`config.mk`:
```
export PLATFORM = sky130hd
export DESIGN_NAME = intc_top
export DESIGN_NICKNAME = d
export VERILOG_FILES = /design/src/intc_pkg.sv /design/src/intc_regs.sv /design/src/irq_source_latch.sv /design/src/irq_prio_resolver.sv /design/src/irq_ack_ctrl.sv /design/src/intc_top.sv
export VERILOG_INCLUDE_DIRS = /design/src /design/src/src
export SDC_FILE = /design/constraint.sdc
export NUM_CORES = 1
export LEC_CHECK = 0
export BUFFER_PORTS_ARGS = -buffer_cell sky130_fd_sc_hd__buf_2
export CAP_MARGIN = 30
export CORE_MARGIN = 3
export CORE_UTILIZATION = 57
export DETAILED_ROUTE_END_ITERATION = 7
export HOLD_SLACK_MARGIN = 0.15
export PLACE_DENSITY = 0.81
export SLEW_MARGIN = 10
export SYNTH_ARGS = -nofsm -noshare
export SYNTH_HDL_FRONTEND = slang
export SYNTH_HIERARCHICAL = 1
export SYNTH_SLANG_ARGS = --single-unit
```
`constraint.sdc`:
```
create_clock -name clk -period 10.34 [get_ports clk]
set_input_delay 0.517 -clock clk [delete_from_list [all_inputs] [get_ports clk]]
set_output_delay 0.517 -clock clk [all_outputs]
set_load 0.01 [all_outputs]
```
`src/intc_defines.svh`:
```
`ifndef INTC_DEFINES_SVH
`define INTC_DEFINES_SVH

// number of interrupt sources, a power of two
`define INTC_NUM_SRC 4

`define INTC_PRIO_W 4
`define INTC_VEC_W 32
`define INTC_REG_W 32

// register map
`define INTC_ADDR_MASK  2'd0
`define INTC_ADDR_PRIO  2'd1
`define INTC_ADDR_VBASE 2'd2
`define INTC_ADDR_PEND  2'd3 // read only

`define INTC_VEC_STRIDE 4 // bytes between handler vectors

`endif

```
`src/intc_pkg.sv`:
```
`default_nettype none

`include "intc_defines.svh"

package intc_pkg;

  // one bit per source
  typedef logic [`INTC_NUM_SRC-1:0] src_vec_t;

  typedef logic [$clog2(`INTC_NUM_SRC)-1:0] src_id_t;

  typedef logic [`INTC_PRIO_W-1:0] prio_t;

  // source i sits at bits [i*4 +: 4]
  typedef logic [`INTC_NUM_SRC*`INTC_PRIO_W-1:0] prio_table_t;

  typedef logic [`INTC_VEC_W-1:0] vector_t;

  typedef logic [1:0] reg_addr_t;

  typedef enum logic [1:0] {
    IDLE,
    REQ,
    SERVE
  } ack_state_t;

endpackage

`default_nettype wire

```
`src/intc_regs.sv`:
```
`timescale 1ns/100ps
`default_nettype none

`include "intc_defines.svh"

module intc_regs import intc_pkg::*; (
  input  wire         clk,
  input  wire         rst,
  input  wire         reg_we,
  input  wire         reg_addr_t reg_addr,
  input  wire  [`INTC_REG_W-1:0] reg_wdata,
  input  wire         src_vec_t pending,
  output logic [`INTC_REG_W-1:0] reg_rdata,
  output src_vec_t    mask,
  output prio_table_t prio_table,
  output vector_t     vector_base
);

  logic wr_mask;
  logic wr_prio;
  logic wr_vbase;

  assign wr_mask  = reg_we && (reg_addr == `INTC_ADDR_MASK);
  assign wr_prio  = reg_we && (reg_addr == `INTC_ADDR_PRIO);
  assign wr_vbase = reg_we && (reg_addr == `INTC_ADDR_VBASE);
  // PEND has no write strobe

  always_ff @(posedge clk or posedge rst) begin
    if (rst) begin
      mask <= '1; // everything masked out of reset
      prio_table <= '0;
      vector_base <= '0;
    end else begin
      if (wr_mask) mask <= reg_wdata[`INTC_NUM_SRC-1:0];
      if (wr_prio) prio_table <= reg_wdata[$bits(prio_table_t)-1:0];
      if (wr_vbase) vector_base <= vector_t'(reg_wdata);
    end
  end

  // combinational read back
  always_comb begin
    case (reg_addr)
      `INTC_ADDR_MASK:  reg_rdata = `INTC_REG_W'(mask);
      `INTC_ADDR_PRIO:  reg_rdata = `INTC_REG_W'(prio_table);
      `INTC_ADDR_VBASE: reg_rdata = `INTC_REG_W'(vector_base);
      `INTC_ADDR_PEND:  reg_rdata = `INTC_REG_W'(pending); // live flags
      default:          reg_rdata = '0;
    endcase
  end

endmodule

`default_nettype wire

```
`src/irq_source_latch.sv`:
```
`timescale 1ns/100ps
`default_nettype none

`include "intc_defines.svh"

module irq_source_latch import intc_pkg::*; (
  input  wire      clk,
  input  wire      rst,
  input  wire      src_vec_t src_req,
  input  wire      src_vec_t ack_clear,
  output src_vec_t pending
);

  src_vec_t req_q;   // request lines, registered once
  src_vec_t req_qq;
  src_vec_t rise;

  always_ff @(posedge clk or posedge rst) begin
    if (rst) begin
      req_q  <= '0;
      req_qq <= '0;
    end else begin
      req_q  <= src_req;
      req_qq <= req_q;
    end
  end

  assign rise = req_q & ~req_qq;

  // set/reset flags, a fresh edge beats the acknowledge clear
  always_ff @(posedge clk or posedge rst) begin
    if (rst) begin
      pending <= '0;
    end else begin
      pending <= (pending & ~ack_clear) | rise;
    end
  end

  // the acknowledge side only ever retires one source at a time
  a_clear_onehot: assert property (
    @(posedge clk) disable iff (rst) $onehot0(ack_clear)
  ) else $error("ack_clear has more than one bit set");

endmodule

`default_nettype wire

```
`src/irq_prio_resolver.sv`:
```
`timescale 1ns/100ps
`default_nettype none

`include "intc_defines.svh"

module irq_prio_resolver import intc_pkg::*; (
  input  wire     clk,
  input  wire     rst,
  input  wire     src_vec_t pending,
  input  wire     src_vec_t mask,
  input  wire     prio_table_t prio_table,
  input  wire     prio_t service_level,
  output logic    best_valid,
  output src_id_t best_id,
  output prio_t   best_prio
);

  localparam int N = `INTC_NUM_SRC;
  localparam int W = `INTC_PRIO_W;

  src_vec_t cand;
  prio_t    win_prio;
  src_id_t  win_id;

  assign cand = pending & ~mask; // unmasked requests only

  // comparison tree stored as a heap, leaves hold the sources in index order
  // with four sources this is two levels of compare and select
  always_comb begin : tree
    prio_t   node_prio [2*N-1];
    src_id_t node_id   [2*N-1];

    for (int i = 0; i < N; i++) begin
      node_prio[N-1+i] = cand[i] ? prio_t'(prio_table[i*W +: W]) : '0;
      node_id[N-1+i]   = src_id_t'(i);
    end

    for (int n = N - 2; n >= 0; n--) begin
      // strict greater than, so a tie keeps the left (lower) index
      if (node_prio[2*n+2] > node_prio[2*n+1]) begin
        node_prio[n] = node_prio[2*n+2];
        node_id[n]   = node_id[2*n+2];
      end else begin
        node_prio[n] = node_prio[2*n+1];
        node_id[n]   = node_id[2*n+1];
      end
    end

    win_prio = node_prio[0];
    win_id   = node_id[0];
  end

  always_ff @(posedge clk or posedge rst) begin
    if (rst) begin
      best_valid <= 1'b0;
      best_id    <= '0;
      best_prio  <= '0;
    end else begin
      best_valid <= win_prio > service_level; // level 0 never passes
      best_id    <= win_id;
      best_prio  <= win_prio;
    end
  end

endmodule

`default_nettype wire

```
`src/irq_ack_ctrl.sv`:
```
`timescale 1ns/100ps
`default_nettype none

`include "intc_defines.svh"

module irq_ack_ctrl import intc_pkg::*; (
  input  wire      clk,
  input  wire      rst,
  input  wire      best_valid,
  input  wire      src_id_t best_id,
  input  wire      prio_t best_prio,
  input  wire      vector_t vector_base,
  input  wire      prio_table_t prio_table,
  input  wire      iack,
  input  wire      eoi,
  output logic     irq,
  output vector_t  vector,
  output logic     vector_valid,
  output src_vec_t ack_clear,
  output prio_t    service_level
);

  localparam int N = `INTC_NUM_SRC;
  localparam int W = `INTC_PRIO_W;

  ack_state_t state;
  ack_state_t state_nxt;
  src_vec_t   in_service;
  src_vec_t   eoi_clr;
  src_id_t    top_id;
  logic       top_found;
  logic       winner_ok;
  logic       accept;

  // recheck against the live level, the resolver result is one cycle old
  assign winner_ok = best_valid && (best_prio > service_level);
  assign irq       = (state == REQ) && winner_ok;
  assign accept    = irq && iack;

  always_comb begin
    state_nxt = state;
    case (state)
      IDLE:    if (winner_ok) state_nxt = REQ;
      REQ: begin
        if (accept) state_nxt = SERVE;
        else if (!winner_ok) state_nxt = IDLE;
      end
      SERVE:   state_nxt = IDLE; // resolver catches up meanwhile
      default: state_nxt = IDLE;
    endcase
  end

  always_ff @(posedge clk or posedge rst) begin
    if (rst) state <= IDLE;
    else state <= state_nxt;
  end

  // acknowledge decode, one-hot on the winning source
  assign ack_clear = accept ? (src_vec_t'(1) << best_id) : '0;

  // highest-priority source in service, lower index on a tie
  always_comb begin
    service_level = '0;
    top_id        = '0;
    top_found     = 1'b0;
    for (int i = 0; i < N; i++) begin
      if (in_service[i] && (!top_found || prio_table[i*W +: W] > service_level)) begin
        service_level = prio_t'(prio_table[i*W +: W]);
        top_id        = src_id_t'(i);
        top_found     = 1'b1;
      end
    end
  end

  assign eoi_clr = (eoi && top_found) ? (src_vec_t'(1) << top_id) : '0;

  always_ff @(posedge clk or posedge rst) begin
    if (rst) begin
      in_service   <= '0;
      vector_valid <= 1'b0;
    end else begin
      in_service   <= (in_service & ~eoi_clr) | ack_clear;
      vector_valid <= accept;
    end
  end

  always_ff @(posedge clk) begin
    if (accept) vector <= vector_base + vector_t'(best_id) * `INTC_VEC_STRIDE;
  end

  a_vv_single: assert property (
    @(posedge clk) disable iff (rst) vector_valid |=> !vector_valid
  ) else $error("vector_valid high two cycles in a row");

  // processor must only answer a raised request
  a_iack_irq: assert property (
    @(posedge clk) disable iff (rst) iack |-> irq
  ) else $error("iack seen while irq low");

endmodule

`default_nettype wire

```
`src/intc_top.sv`:
```
`timescale 1ns/100ps
`default_nettype none

`include "intc_defines.svh"

module intc_top import intc_pkg::*; (
  input  wire     clk,
  input  wire     rst,
  input  wire     src_vec_t src_req,
  input  wire     reg_we,
  input  wire     reg_addr_t reg_addr,
  input  wire     [`INTC_REG_W-1:0] reg_wdata,
  output wire     [`INTC_REG_W-1:0] reg_rdata,
  output wire     irq,
  input  wire     iack,
  output vector_t vector,
  output wire     vector_valid,
  input  wire     eoi
);

  wire src_vec_t    pending;
  wire src_vec_t    mask;
  wire src_vec_t    ack_clear;
  wire prio_table_t prio_table;
  wire vector_t     vector_base;
  wire prio_t       service_level;
  wire              best_valid;
  wire src_id_t     best_id;
  wire prio_t       best_prio;

  intc_regs i_regs (
    .clk         (clk),
    .rst         (rst),
    .reg_we      (reg_we),
    .reg_addr    (reg_addr),
    .reg_wdata   (reg_wdata),
    .pending     (pending),
    .reg_rdata   (reg_rdata),
    .mask        (mask),
    .prio_table  (prio_table),
    .vector_base (vector_base)
  );

  irq_source_latch i_latch (
    .clk       (clk),
    .rst       (rst),
    .src_req   (src_req),
    .ack_clear (ack_clear),
    .pending   (pending)
  );

  irq_prio_resolver i_resolver (
    .clk           (clk),
    .rst           (rst),
    .pending       (pending),
    .mask          (mask),
    .prio_table    (prio_table),
    .service_level (service_level),
    .best_valid    (best_valid),
    .best_id       (best_id),
    .best_prio     (best_prio)
  );

  irq_ack_ctrl i_ack (
    .clk           (clk),
    .rst           (rst),
    .best_valid    (best_valid),
    .best_id       (best_id),
    .best_prio     (best_prio),
    .vector_base   (vector_base),
    .prio_table    (prio_table),
    .iack          (iack),
    .eoi           (eoi),
    .irq           (irq),
    .vector        (vector),
    .vector_valid  (vector_valid),
    .ack_clear     (ack_clear),
    .service_level (service_level)
  );

endmodule

`default_nettype wire

```
==> summary.txt, run 1 <==
Outcome
  • Outcome: finished, final reports clean

Power
  • Pwr/cell area: 203 nW/µm²
  • P_int: 0.898 mW
  • Sw Share: 37.9%
  • Sequential power share: about 43%
  • Comb power frac: 41.5%
  • Part of the power in the clock network: 16.0%
  • VDD IR max: 117 µV
  • Net Switching: approximately 0.55 mW
  • Leakage power: 3.37 nW

Critical path
  • CP Launch Type: flip-flop
  • Most common cell on crit path: a21oi_1
  • CP max-delay cell: a21oi_1
  • Required time of the critical path: 9.82 ns
  • Max incr delay on CP: ~0.69 ns
  • Reg2Reg Capture Point: i_ack/vector[24]
  • Crit end category: output pin
  • Crit-path cells: nand2_1 > ha_1 > nor2b_4 > o211a_1 > o211ai_1 > a22oi_1 > ha_1 > a21oi_1 > nor2b_1 > a21oi_1 > a221o_1 > o21ai_0 > ha_1 > a21oi_1 > nor2b_1 > a21oi_1 > a21oi_1 > a22oi_1 > ha_1 > nor2b_1 > o211ai_1 > a21o_1 > nor2_1 > buf_2
  • Delay-heaviest family, CP: compound AO/OA/AOI/OAI gates
  • RR Startpoint: i_ack/in_service[0]
  • Crit path kind: flip-flop to output pin
  • Worst R2R Path Depth: 23
  • Worst Path Arrival: 6.73 ns
  • WP buf/inv: 1
  • Critical path fanouts, max: 12
  • Setup slack, reg-to-reg: between 3 and 4 ns

Floorplanning
  • Starting Density: 59.8%
  • Chip height: between 100 and 150 µm
  • Rows: 37
  • Die Area: 12400 µm²
  • I/O pin count: 109
  • Core ar.: between 10000 and 15000 µm²
  • Die W: between 100 and 150 µm

Final layout
  • Most frequent cells in the layout: buf_2 (108), dfrtp_1 (74), mux2_4 (40)
  • Fin nets: 708
  • Antenna fix cells: 0
  • Most common cell after layout, fill and taps aside: buf_2
  • Share of cells above drive strength 1: 32.1%
  • Fill cell count: slightly below 800
  • Final core occ: between 60% and 70%
  • Synth-to-layout area growth: 12.8%

Timing
  • Fmax: 138 MHz
  • Slew Limit Headroom: 40.9%
  • Hold Violations, Final: 0
  • Slew Limit Fails: 0
  • Worst hold slack: 0.238 ns
  • RSZ-0062 raised after global routing: no
  • Tcrit/Tclk final: a little over two thirds
  • Final Worst Setup Slack: 3.09 ns
  • Worst Max-Slew Pin Slew: a little under 0.9 ns
  • Clock skew: ~0.013 ns
  • Minimum clock period: approximately 7.2 ns
  • Endpoints failing setup: 0
  • Setup Total Neg Slack: 0 ns

Routing
  • DR iter-0 viols: 313
  • # DRC: 0
  • Avg Vias per Cell: 6.06
  • Drt first pass iters: 5
  • Drt wl/cell: 19.7 µm
  • Post-DRT Antenna Nets: 0
  • Routed wire length: 15.2 mm
  • Via count: ~4700

Synth
  • Post-Synthesis Cells: roughly 520
  • Top FF cell, synth: dfrtp_1
  • EDFF count, synth: 32
  • Syn. warnings: 6
  • Post-synthesis sequential area ratio: between 40 and 50%
  • Synth top area share: 29.3%
  • Area leader, netlist: dfrtp_1
  • Synthesized cell area: around 6300 µm²
  • Synth Area per Inst: 12.1 µm²
  • Post-Syn Nets: roughly 600
  • Top cells by area, synth: dfrtp_1 (29%), edfxtp_1 (15%), mux2_4 (9.5%)
  • Asr flop ratio synth: 70.9%
  • Post-synthesis cell type count: 64
  • Number of synthesized register bits: 110

Clocking
  • CTS sink cnt: 110
  • Num CTS Buffers: 9
  • CTS root buf: clkbuf_8
  • Worst-path clk slew: around 0.10 ns
  • Post-CTS setup buffer count: 0
  • TritonCTS clock tree: done
  • H-tree depth: 3
  • CTS resizes: 0
  • CTS max path bufs: 2
  • Skew-Pair Late Insertion Delay: between 0.3 and 0.4 ns

Place
  • I/O Buffers: 108
  • DP HPWL: 11.6 mm
  • Placer Congestion: 0.943
  • Setup WS pre-CTS: 3.43 ns

GRT
  • GRT Total Usage: approximately a quarter
  • Met3 usage: between 5 and 6%
  • First-pass GRT wire length: about 25 mm
  • Global Route met1 Usage: 32.0%
  • Initial antenna violation count: 0
  • Vias in the first global route: 4877
  • Grt ovf: 0
  • GRT busiest layer: met2
  • Met2 Use GR: between 40% and 50%
  • Largest net degree at the start of global routing: 53

Hold path
  • Hold Path Class: input pin to flip-flop
  • Worst hold path cell count: 1
  • Worst Hold Endpoint: i_latch/req_q[0]
  • Hold Path Origin: src_req[0]

Job
  • Maximum capacitance violations: 0
[through the flow]
stage	instance area (µm²)	total power, mW	std cells
after floorplan	6310	1.03	522
after global placement	6930	1.17	754
after detailed placement	6930	1.21	754
after CTS	7110	1.44	771
after global routing	7120	1.54	772
final	7120	1.45	772
[timing repair]
action,in CTS,in global routing
hold endpoints to repair,14,0
setup endpoints to repair,0,0
hold buffers,1,0
[worst max-delay path by stage]
stage	start	to	slack (ns)	depth (start not counted)
final	i_ack/in_service[0]	irq	3.09	24
after global routing	i_ack/in_service[0]	irq	2.55	24
after CTS	i_ack/in_service[0]	irq	3.18	24
after detailed placement	i_ack/in_service[0]	i_ack/vector[25]	3.43	22
after global placement	i_ack/in_service[0]	i_ack/vector[24]	3.80	22
after floorplan	i_ack/in_service[0]	i_latch/pending[3]	2.64	27
[metal layers]
| layer | share of wire, % | wire [µm] | vias up |
|---|---|---|---|
| li1 | - | - | 2132 |
| met1 | 41 | 6280 | 2284 |
| met2 | 48 | 7380 | 225 |
| met5 | 0 | 0 | - |
| met3 | 6.8 | 1030 | 40 |
| met4 | 3.5 | 535 | 0 |
[power groups by stage]
stage	combinational [mW]	clock [mW]	sequential, mW
global route	0.658	0.255	0.624
finish	0.600	0.231	0.615
floorplan	0.438	0	0.595
detailed placement	0.586	0	0.621
global placement	0.549	0	0.617
CTS	0.593	0.236	0.612
[synthesized netlist by cell type (5+ instances only)]
cell,number
edfxtp_1,32
ha_1,33
mux2_4,40
nor3_1,7
a22o_1,16
xnor2_1,21
a22oi_1,6
and2_1,22
a21oi_1,16
nand2_1,31
inv_1,38
mux2_2,12
xor2_1,7
o21ai_0,11
nor2b_1,14
dfrtp_1,74
nand3_1,11
buf_6,8
nor2_1,13
a221o_1,5
and3_1,9
nand4_1,12
[cell families (layout without fill, tap and decap cells)]
logic type | Yosys count | after routing | synth area share (%)
xor+xnor | 28 | 28 | 3.89
simple gates | 141 | 141 | 13.1
flops | 110 | 110 | 46.2
buf+inv | 53 | 167 | 4.26
fa+ha+maj | 34 | 34 | 6.86
compound gates | 97 | 97 | 12.1
mux | 59 | 59 | 13.6
[sequential cells by signal, indices dropped and copies added (netlist names), 2 cells and up]
name / count
i_regs/vector_base: 32
i_resolver/best_prio: 4
i_regs/mask: 4
i_resolver/best_id: 2
i_latch/pending: 4
i_ack/in_service: 4
i_latch/req_q: 4
i_ack/state: 2
i_ack/vector: 32
i_latch/req_qq: 4
i_regs/prio_table: 16
[area by class of cell]
| class | count | area [µm²] | share of cell area, % |
|---|---|---|---|
| repair buffers | 112 | 581 | 8.15 |
| multi-input cells | 359 | 3140 | 44.1 |
| inverters | 39 | 146 | 2.06 |
| clock inverters | 4 | 31.3 | 0.439 |
| flip-flops and latches | 110 | 2920 | 41.0 |
| clock buffers | 12 | 135 | 1.90 |
| well taps | 136 | 170 | 2.39 |
[worst register-to-register path, delay by kind of cell, from the launching register on]
family / cells / cell delay [ns]
AOI/OAI and AO/OA: 12 / 3.75
buffers and inverters: 1 / 0.44
DFF: 1 / 0.48
and+or+nand+nor: 6 / 0.80
adders and majority gates: 4 / 1.29
(Power assumes the default switching activity.)
==> run 2, diff against run 1 <==
CORE_UTILIZATION = 51   (was 57)
PLACE_DENSITY = 0.77   (was 0.81)
clock period = 6.1 ns   (was 10.34 ns; I/O delays follow)
==> run 2 against run 1 <==
Effect of this change:
- cell count is 7.6% higher
- power is 84% higher
- worst hold slack worse by 0.066 ns
- die area is 11% higher
- largest cell class unchanged
- sequential cell count stayed put
- critical path depth stayed put
- critical endpoint unchanged
- combinational power is 82% higher
- register-to-register slack worse by 2.9 ns
- critical path type unchanged
==> summary.txt, run 2 (synthesized netlist as in run 1, its figures left out) <==
Outcome
  • Outcome: finished, final reports clean

Timing
  • Minimum clock period: 5.85 ns
  • Worst Max-Slew Pin Slew: 0.705 ns
  • Clock skew: 0.00999 ns
  • Tcrit/Tclk final: 95.9%
  • Hold Violations, Final: 0
  • Setup Total Neg Slack: 0 ns
  • Slew Limit Fails: 0
  • Fmax: 171 MHz
  • Slew Limit Headroom: between 50% and 60%
  • Final Worst Setup Slack: 0.251 ns
  • Endpoints failing setup: 0

Critical path
  • Max incr delay on CP: 0.49 ns
  • Critical path fanouts, max: 10
  • Required time of the critical path: 5.79 ns
  • Crit path kind: flip-flop to output pin
  • Delay-heaviest family, CP: compound AO/OA/AOI/OAI gates
  • CP max-delay cell: dfrtp_1
  • Crit end category: output pin
  • CP Launch Type: flip-flop
  • Worst Path Arrival: approximately 5.5 ns
  • Most common cell on crit path: ha_1
  • WP buf/inv: 4
  • Crit-path cells: ha_1 > a21o_2 > o31a_1 > a22oi_2 > ha_1 > nor2b_1 > o211ai_1 > a21oi_1 > buf_4 > a221o_2 > a21boi_0 > ha_1 > nor2b_1 > o211ai_1 > buf_4 > a21oi_4 > buf_6 > a22oi_1 > ha_1 > nor2b_2 > o211ai_1 > a21o_1 > nor2_1 > buf_2

Final layout
  • Antenna fix cells: 0
  • Most frequent cells in the layout: buf_2 (108), dfrtp_1 (73), mux2_4 (40)
  • Top Registers: i_ack/vector x32, i_regs/vector_base x32, i_regs/prio_table x16
  • Fin nets: 735
  • Most common cell after layout, fill and taps aside: buf_2
  • Area of the multi-input gates: approximately 3200 µm²
  • Share of cells above drive strength 1: 36.3%
  • Fill cell count: 954
  • Register area: 2920 µm²
  • Synth-to-layout area growth: 19.8%

Hold path
  • Hold Path Class: input pin to flip-flop

Power
  • Sequential power share: about two fifths
  • Sw Share: 36.2%
  • Comb power frac: 40.8%
  • Leakage power: 3.57 nW
  • VDD IR max: around 210 µV
  • Pwr/cell area: 353 nW/µm²
  • P_int: roughly 1.7 mW
  • Part of the power in the clock network: between 20% and 30%
  • Net Switching: 0.964 mW

Job
  • Maximum capacitance violations: 0

Clocking
  • TritonCTS clock tree: done
  • Skew-Pair Late Insertion Delay: 0.36 ns
  • H-tree depth: 3
  • CTS root buf: clkbuf_16
  • CTS sink cnt: 110
  • CTS max path bufs: 2
  • Num CTS Buffers: 9
  • Worst-path clk slew: 0.07 ns

GRT
  • First-pass GRT wire length: 23.6 mm
  • Initial antenna violation count: 0
  • Vias in the first global route: 4746
  • Largest net degree at the start of global routing: 53
  • Grt ovf: 0
  • GRT Total Usage: ~23%

Routing
  • # DRC: 0
  • Drt wl/cell: 18.3 µm
  • Avg Vias per Cell: 5.62
  • Drt first pass iters: 4
  • DR iter-0 viols: 293
  • Routed wire length: 15.2 mm
  • Via count: between 4000 and 5000
  • Post-DRT Antenna Nets: 0

Floorplanning
  • Core ar.: 12100 µm²
  • I/O pin count: 109
  • Chip height: around 120 µm
  • Die W: 117 µm
  • Starting Density: 52.3%
  • Die Area: 13700 µm²
  • Rows: 40

Place
  • Placer Congestion: 0.831
  • Setup WS pre-CTS: 0.149 ns
  • DP HPWL: 11.2 mm
  • I/O Buffers: between 100 and 150
## run 2: cell count changes in the layout (fill, tap and decap cells not counted), sizes merged
cell / previous run / this run
inv: 40 / 38
dlygate4sd3: 1 / 6
clkbuf: 12 / 11
buf: 111 / 133
clkinvlp: 1 / 0
clkinv: 2 / 6
## run 2: worst paths after layout
path                                               end            startpoint  cells past startpoint  slack (ns)
worst max-delay path                               irq  i_regs/prio_table[7]                     24        0.25
min in group asynchronous        i_resolver/best_id[0]                   rst                      3        0.45
worst min register to register       i_latch/req_qq[1]      i_latch/req_q[1]                      0        0.37
max in group asynchronous        i_regs/vector_base[9]                   rst                      4        4.90
worst max register to register        i_ack/vector[10]  i_regs/prio_table[7]                     24        0.36
worst min-delay path            i_regs/vector_base[26]         reg_wdata[26]                      2        0.17
## run 2: area by class of cell
type	instances	area share [%]
Clock buffer	11	3.08
Sequential cell	110	38.6
Clock inverter	5	0.480
Timing Repair Buffer	139	10.7
Inverter	39	1.94
Tap cell	168	2.78
Multi-Input combinational cell	359	42.4
## run 2: repair_timing
action,in CTS,in global routing
pin swaps,1,12
gates cloned,0,0
endpoints found under the hold margin,31,0
hold buffers,6,0
buffers inserted,1,13
setup endpoints to repair,1,41
resized for setup,4,18
## run 2: metal layers
| metal | track usage [%] | part of all wire (%) |
|---|---|---|
| met4 | 9.94 | 3.0 |
| met1 | 27.2 | 43 |
| met2 | 38.7 | 49 |
| met5 | 0 | 0 |
| met3 | 4.88 | 4.7 |
## run 2: power groups by stage
stage	sequential, mW	combinational, mW	clock, mW
after floorplan	1.01	0.753	0
after global placement	1.04	0.955	0
after detailed placement	1.04	1.00	0
after CTS	1.03	1.04	0.561
after global routing	1.05	1.20	0.584
final	1.03	1.09	0.547
## run 2: per-stage QoR
step | area, µm² | instances | util [%] | power [mW] | hold WS (ns)
after floorplan | 6320 | 522 | - | 1.76 | 0.108
after global placement | 7030 | 793 | 58.3 | 1.99 | 0.281
after detailed placement | 7050 | 794 | 58.4 | 2.04 | 0.287
after CTS | 7400 | 817 | 61.4 | 2.63 | 0.161
after global routing | 7560 | 831 | 62.7 | 2.83 | 0.165
final | 7560 | 831 | 62.7 | 2.67 | 0.173
==> run 3, diff against run 2 <==
BUFFER_PORTS_ARGS = -buffer_cell sky130_fd_sc_hd__buf_4   (was -buffer_cell sky130_fd_sc_hd__buf_2)
==> run 3 against run 2 <==
Effect of this change:
- clock-buffer cell count decreased by 1
- largest power group unchanged
- die area did not move
- design area grew 3.0%
- via count fell by 0.39%
- critical endpoint unchanged
- combinational power about the same
- worst setup slack got worse by 0.043 ns
- core utilization rose by 1.9 points
- global-route usage is 0.30 points higher
- sequential power is essentially flat
- cell count is 0.84% lower
- sequential share of layout area decreased by 1.1 points
==> summary.txt, run 3 (synthesized netlist as in run 1, its figures left out) <==
Outcome
  • Outcome: finished, final reports clean

Timing
  • Slew Limit Headroom: 33.9%
  • Tcrit/Tclk final: 96.6%
  • Worst Max-Slew Pin Slew: between 0.9 and 1 ns
  • Fmax: 170 MHz
  • Hold Violations, Final: 0
  • Clock skew: 0.00962 ns
  • Minimum clock period: between 5 and 6 ns
  • Final Worst Setup Slack: 0.208 ns
  • Slew Limit Fails: 0
  • Endpoints failing setup: 0

Routing
  • # DRC: 0
  • Drt first pass iters: 4
  • Via count: 4655
  • Post-DRT Antenna Nets: 0
  • Avg Vias per Cell: approximately 5.6
  • Drt wl/cell: 18.8 µm
  • Routed wire length: 15.5 mm
  • DR iter-0 viols: around 330

Power
  • Leakage power: ~3.6 nW
  • Pwr/cell area: 349 nW/µm²
  • VDD IR max: about 260 µV

Final layout
  • Post-route cell area: 7790 µm²
  • Share of cells above drive strength 1: roughly 36%
  • Most frequent cells in the layout: buf_4 (123), dfrtp_1 (69), mux2_4 (40)
  • Antenna fix cells: 0
  • Top Registers: i_ack/vector x32, i_regs/vector_base x32, i_regs/prio_table x16
  • Fin nets: 728
  • Synth-to-layout area growth: 23.5%
  • Most common cell after layout, fill and taps aside: buf_4

Floorplanning
  • I/O pin count: 109
  • Starting Density: between 50% and 60%
  • Chip height: about 120 µm
  • Die W: 117 µm
  • Die Area: 13700 µm²
  • Core ar.: about 12000 µm²
  • Rows: 40

Clocking
  • Worst-path clk slew: around 0.07 ns
  • CTS max path bufs: 2
  • Num CTS Buffers: 9
  • CTS sink cnt: 110
  • H-tree depth: 3
  • CTS root buf: clkbuf_16
  • Skew-Pair Late Insertion Delay: around 0.36 ns
  • TritonCTS clock tree: done

GRT
  • Grt ovf: 0
  • GRT Total Usage: 22.8%
  • Largest net degree at the start of global routing: 53
  • First-pass GRT wire length: 23.7 mm
  • Vias in the first global route: ~4700
  • Initial antenna violation count: 0

Critical path
  • Critical path fanouts, max: 12
  • Required time of the critical path: roughly 5.8 ns
  • Max incr delay on CP: 0.48 ns
  • Most common cell on crit path: ha_1
  • Crit path kind: flip-flop to output pin
  • Crit end category: output pin
  • CP max-delay cell: dfrtp_2
  • Delay-heaviest family, CP: compound AO/OA/AOI/OAI gates
  • Worst Path Arrival: 5.59 ns
  • CP Launch Type: flip-flop
  • WP buf/inv: 3

Place
  • DP HPWL: 11.4 mm
  • I/O Buffers: 108
  • Placer Congestion: 0.879
  • Setup WS pre-CTS: 0.0988 ns
  • Area post-placement: between 7000 and 8000 µm²

Job
  • Maximum capacitance violations: 0

Hold path
  • Hold Path Class: input pin to flip-flop
-- run 3: timing repair --
item,4_1_cts,5_1_grt
setup buffers,1,7
pin swaps,1,9
hold buffers,6,0
setup endpoints to repair,1,41
gates cloned,0,1
gates resized for setup,2,17
endpoints found under the hold margin,31,0
-- run 3: per-layer routing --
| metal | routed length [µm] | global-route usage (%) | up-vias |
|---|---|---|---|
| li1 | - | - | 2173 |
| met1 | 6390 | 27.2 | 2297 |
| met2 | 7940 | 39.9 | 155 |
| met3 | 801 | 5.76 | 30 |
| met4 | 339 | 8.33 | 0 |
| met5 | 0 | 0 | - |
-- run 3: worst paths after layout --
path | startpoint | end | slack [ns] | cells past startpoint
setup / recovery | i_regs/prio_table[5] | irq | 0.21 | 25
hold / removal | reg_wdata[26] | i_regs/vector_base[26] | 0.17 | 2
setup reg to reg | i_regs/prio_table[5] | i_ack/vector[16] | 0.37 | 25
hold reg to reg | i_latch/req_q[1] | i_latch/req_qq[1] | 0.38 | 0
max in group asynchronous | rst | i_regs/prio_table[5] | 4.87 | 4
min in group asynchronous | rst | i_resolver/best_valid | 0.46 | 3
-- run 3: layout make-up --
class / instances / area [µm²]
Multi-Input combinational cell: 360 / 3190
Tap cell: 168 / 210
Clock inverter: 6 / 58.8
Inverter: 39 / 146
Fill cell: 924 / 4270
Clock buffer: 10 / 239
Sequential cell: 110 / 2920
Timing Repair Buffer: 131 / 1020
-- run 3: report_power, final --
| part | internal (mW) | switching [mW] |
|---|---|---|
| clock network | 0.327 | 0.262 |
| logic | 0.531 | 0.563 |
| registers | 0.903 | 0.130 |
| total | 1.76 | 0.955 |
-- run 3: metrics by stage --
stage          instances  setup TNS [ns]  power, mW  hold WS, ns  util (%)
6_report             824               0       2.72        0.174      64.6
5_1_grt              824         -0.0701       2.88        0.160      64.6
4_1_cts              816               0       2.69        0.159      63.7
3_5_place_dp         793               0       2.07        0.284      60.6
3_3_place_gp         792               0       2.02        0.278      60.5
2_1_floorplan        522               0       1.76        0.108         -
-- run 3: worst register-to-register path, delay by kind of cell (launching register included) --
family | cells | cell delay, ns
AND/OR/NAND/NOR | 4 | 0.53
adder cells (fa/ha/maj) | 4 | 1.18
flip-flops | 1 | 0.48
buffers and inverters | 4 | 0.79
AO/OA/AOI/OAI | 13 | 2.37
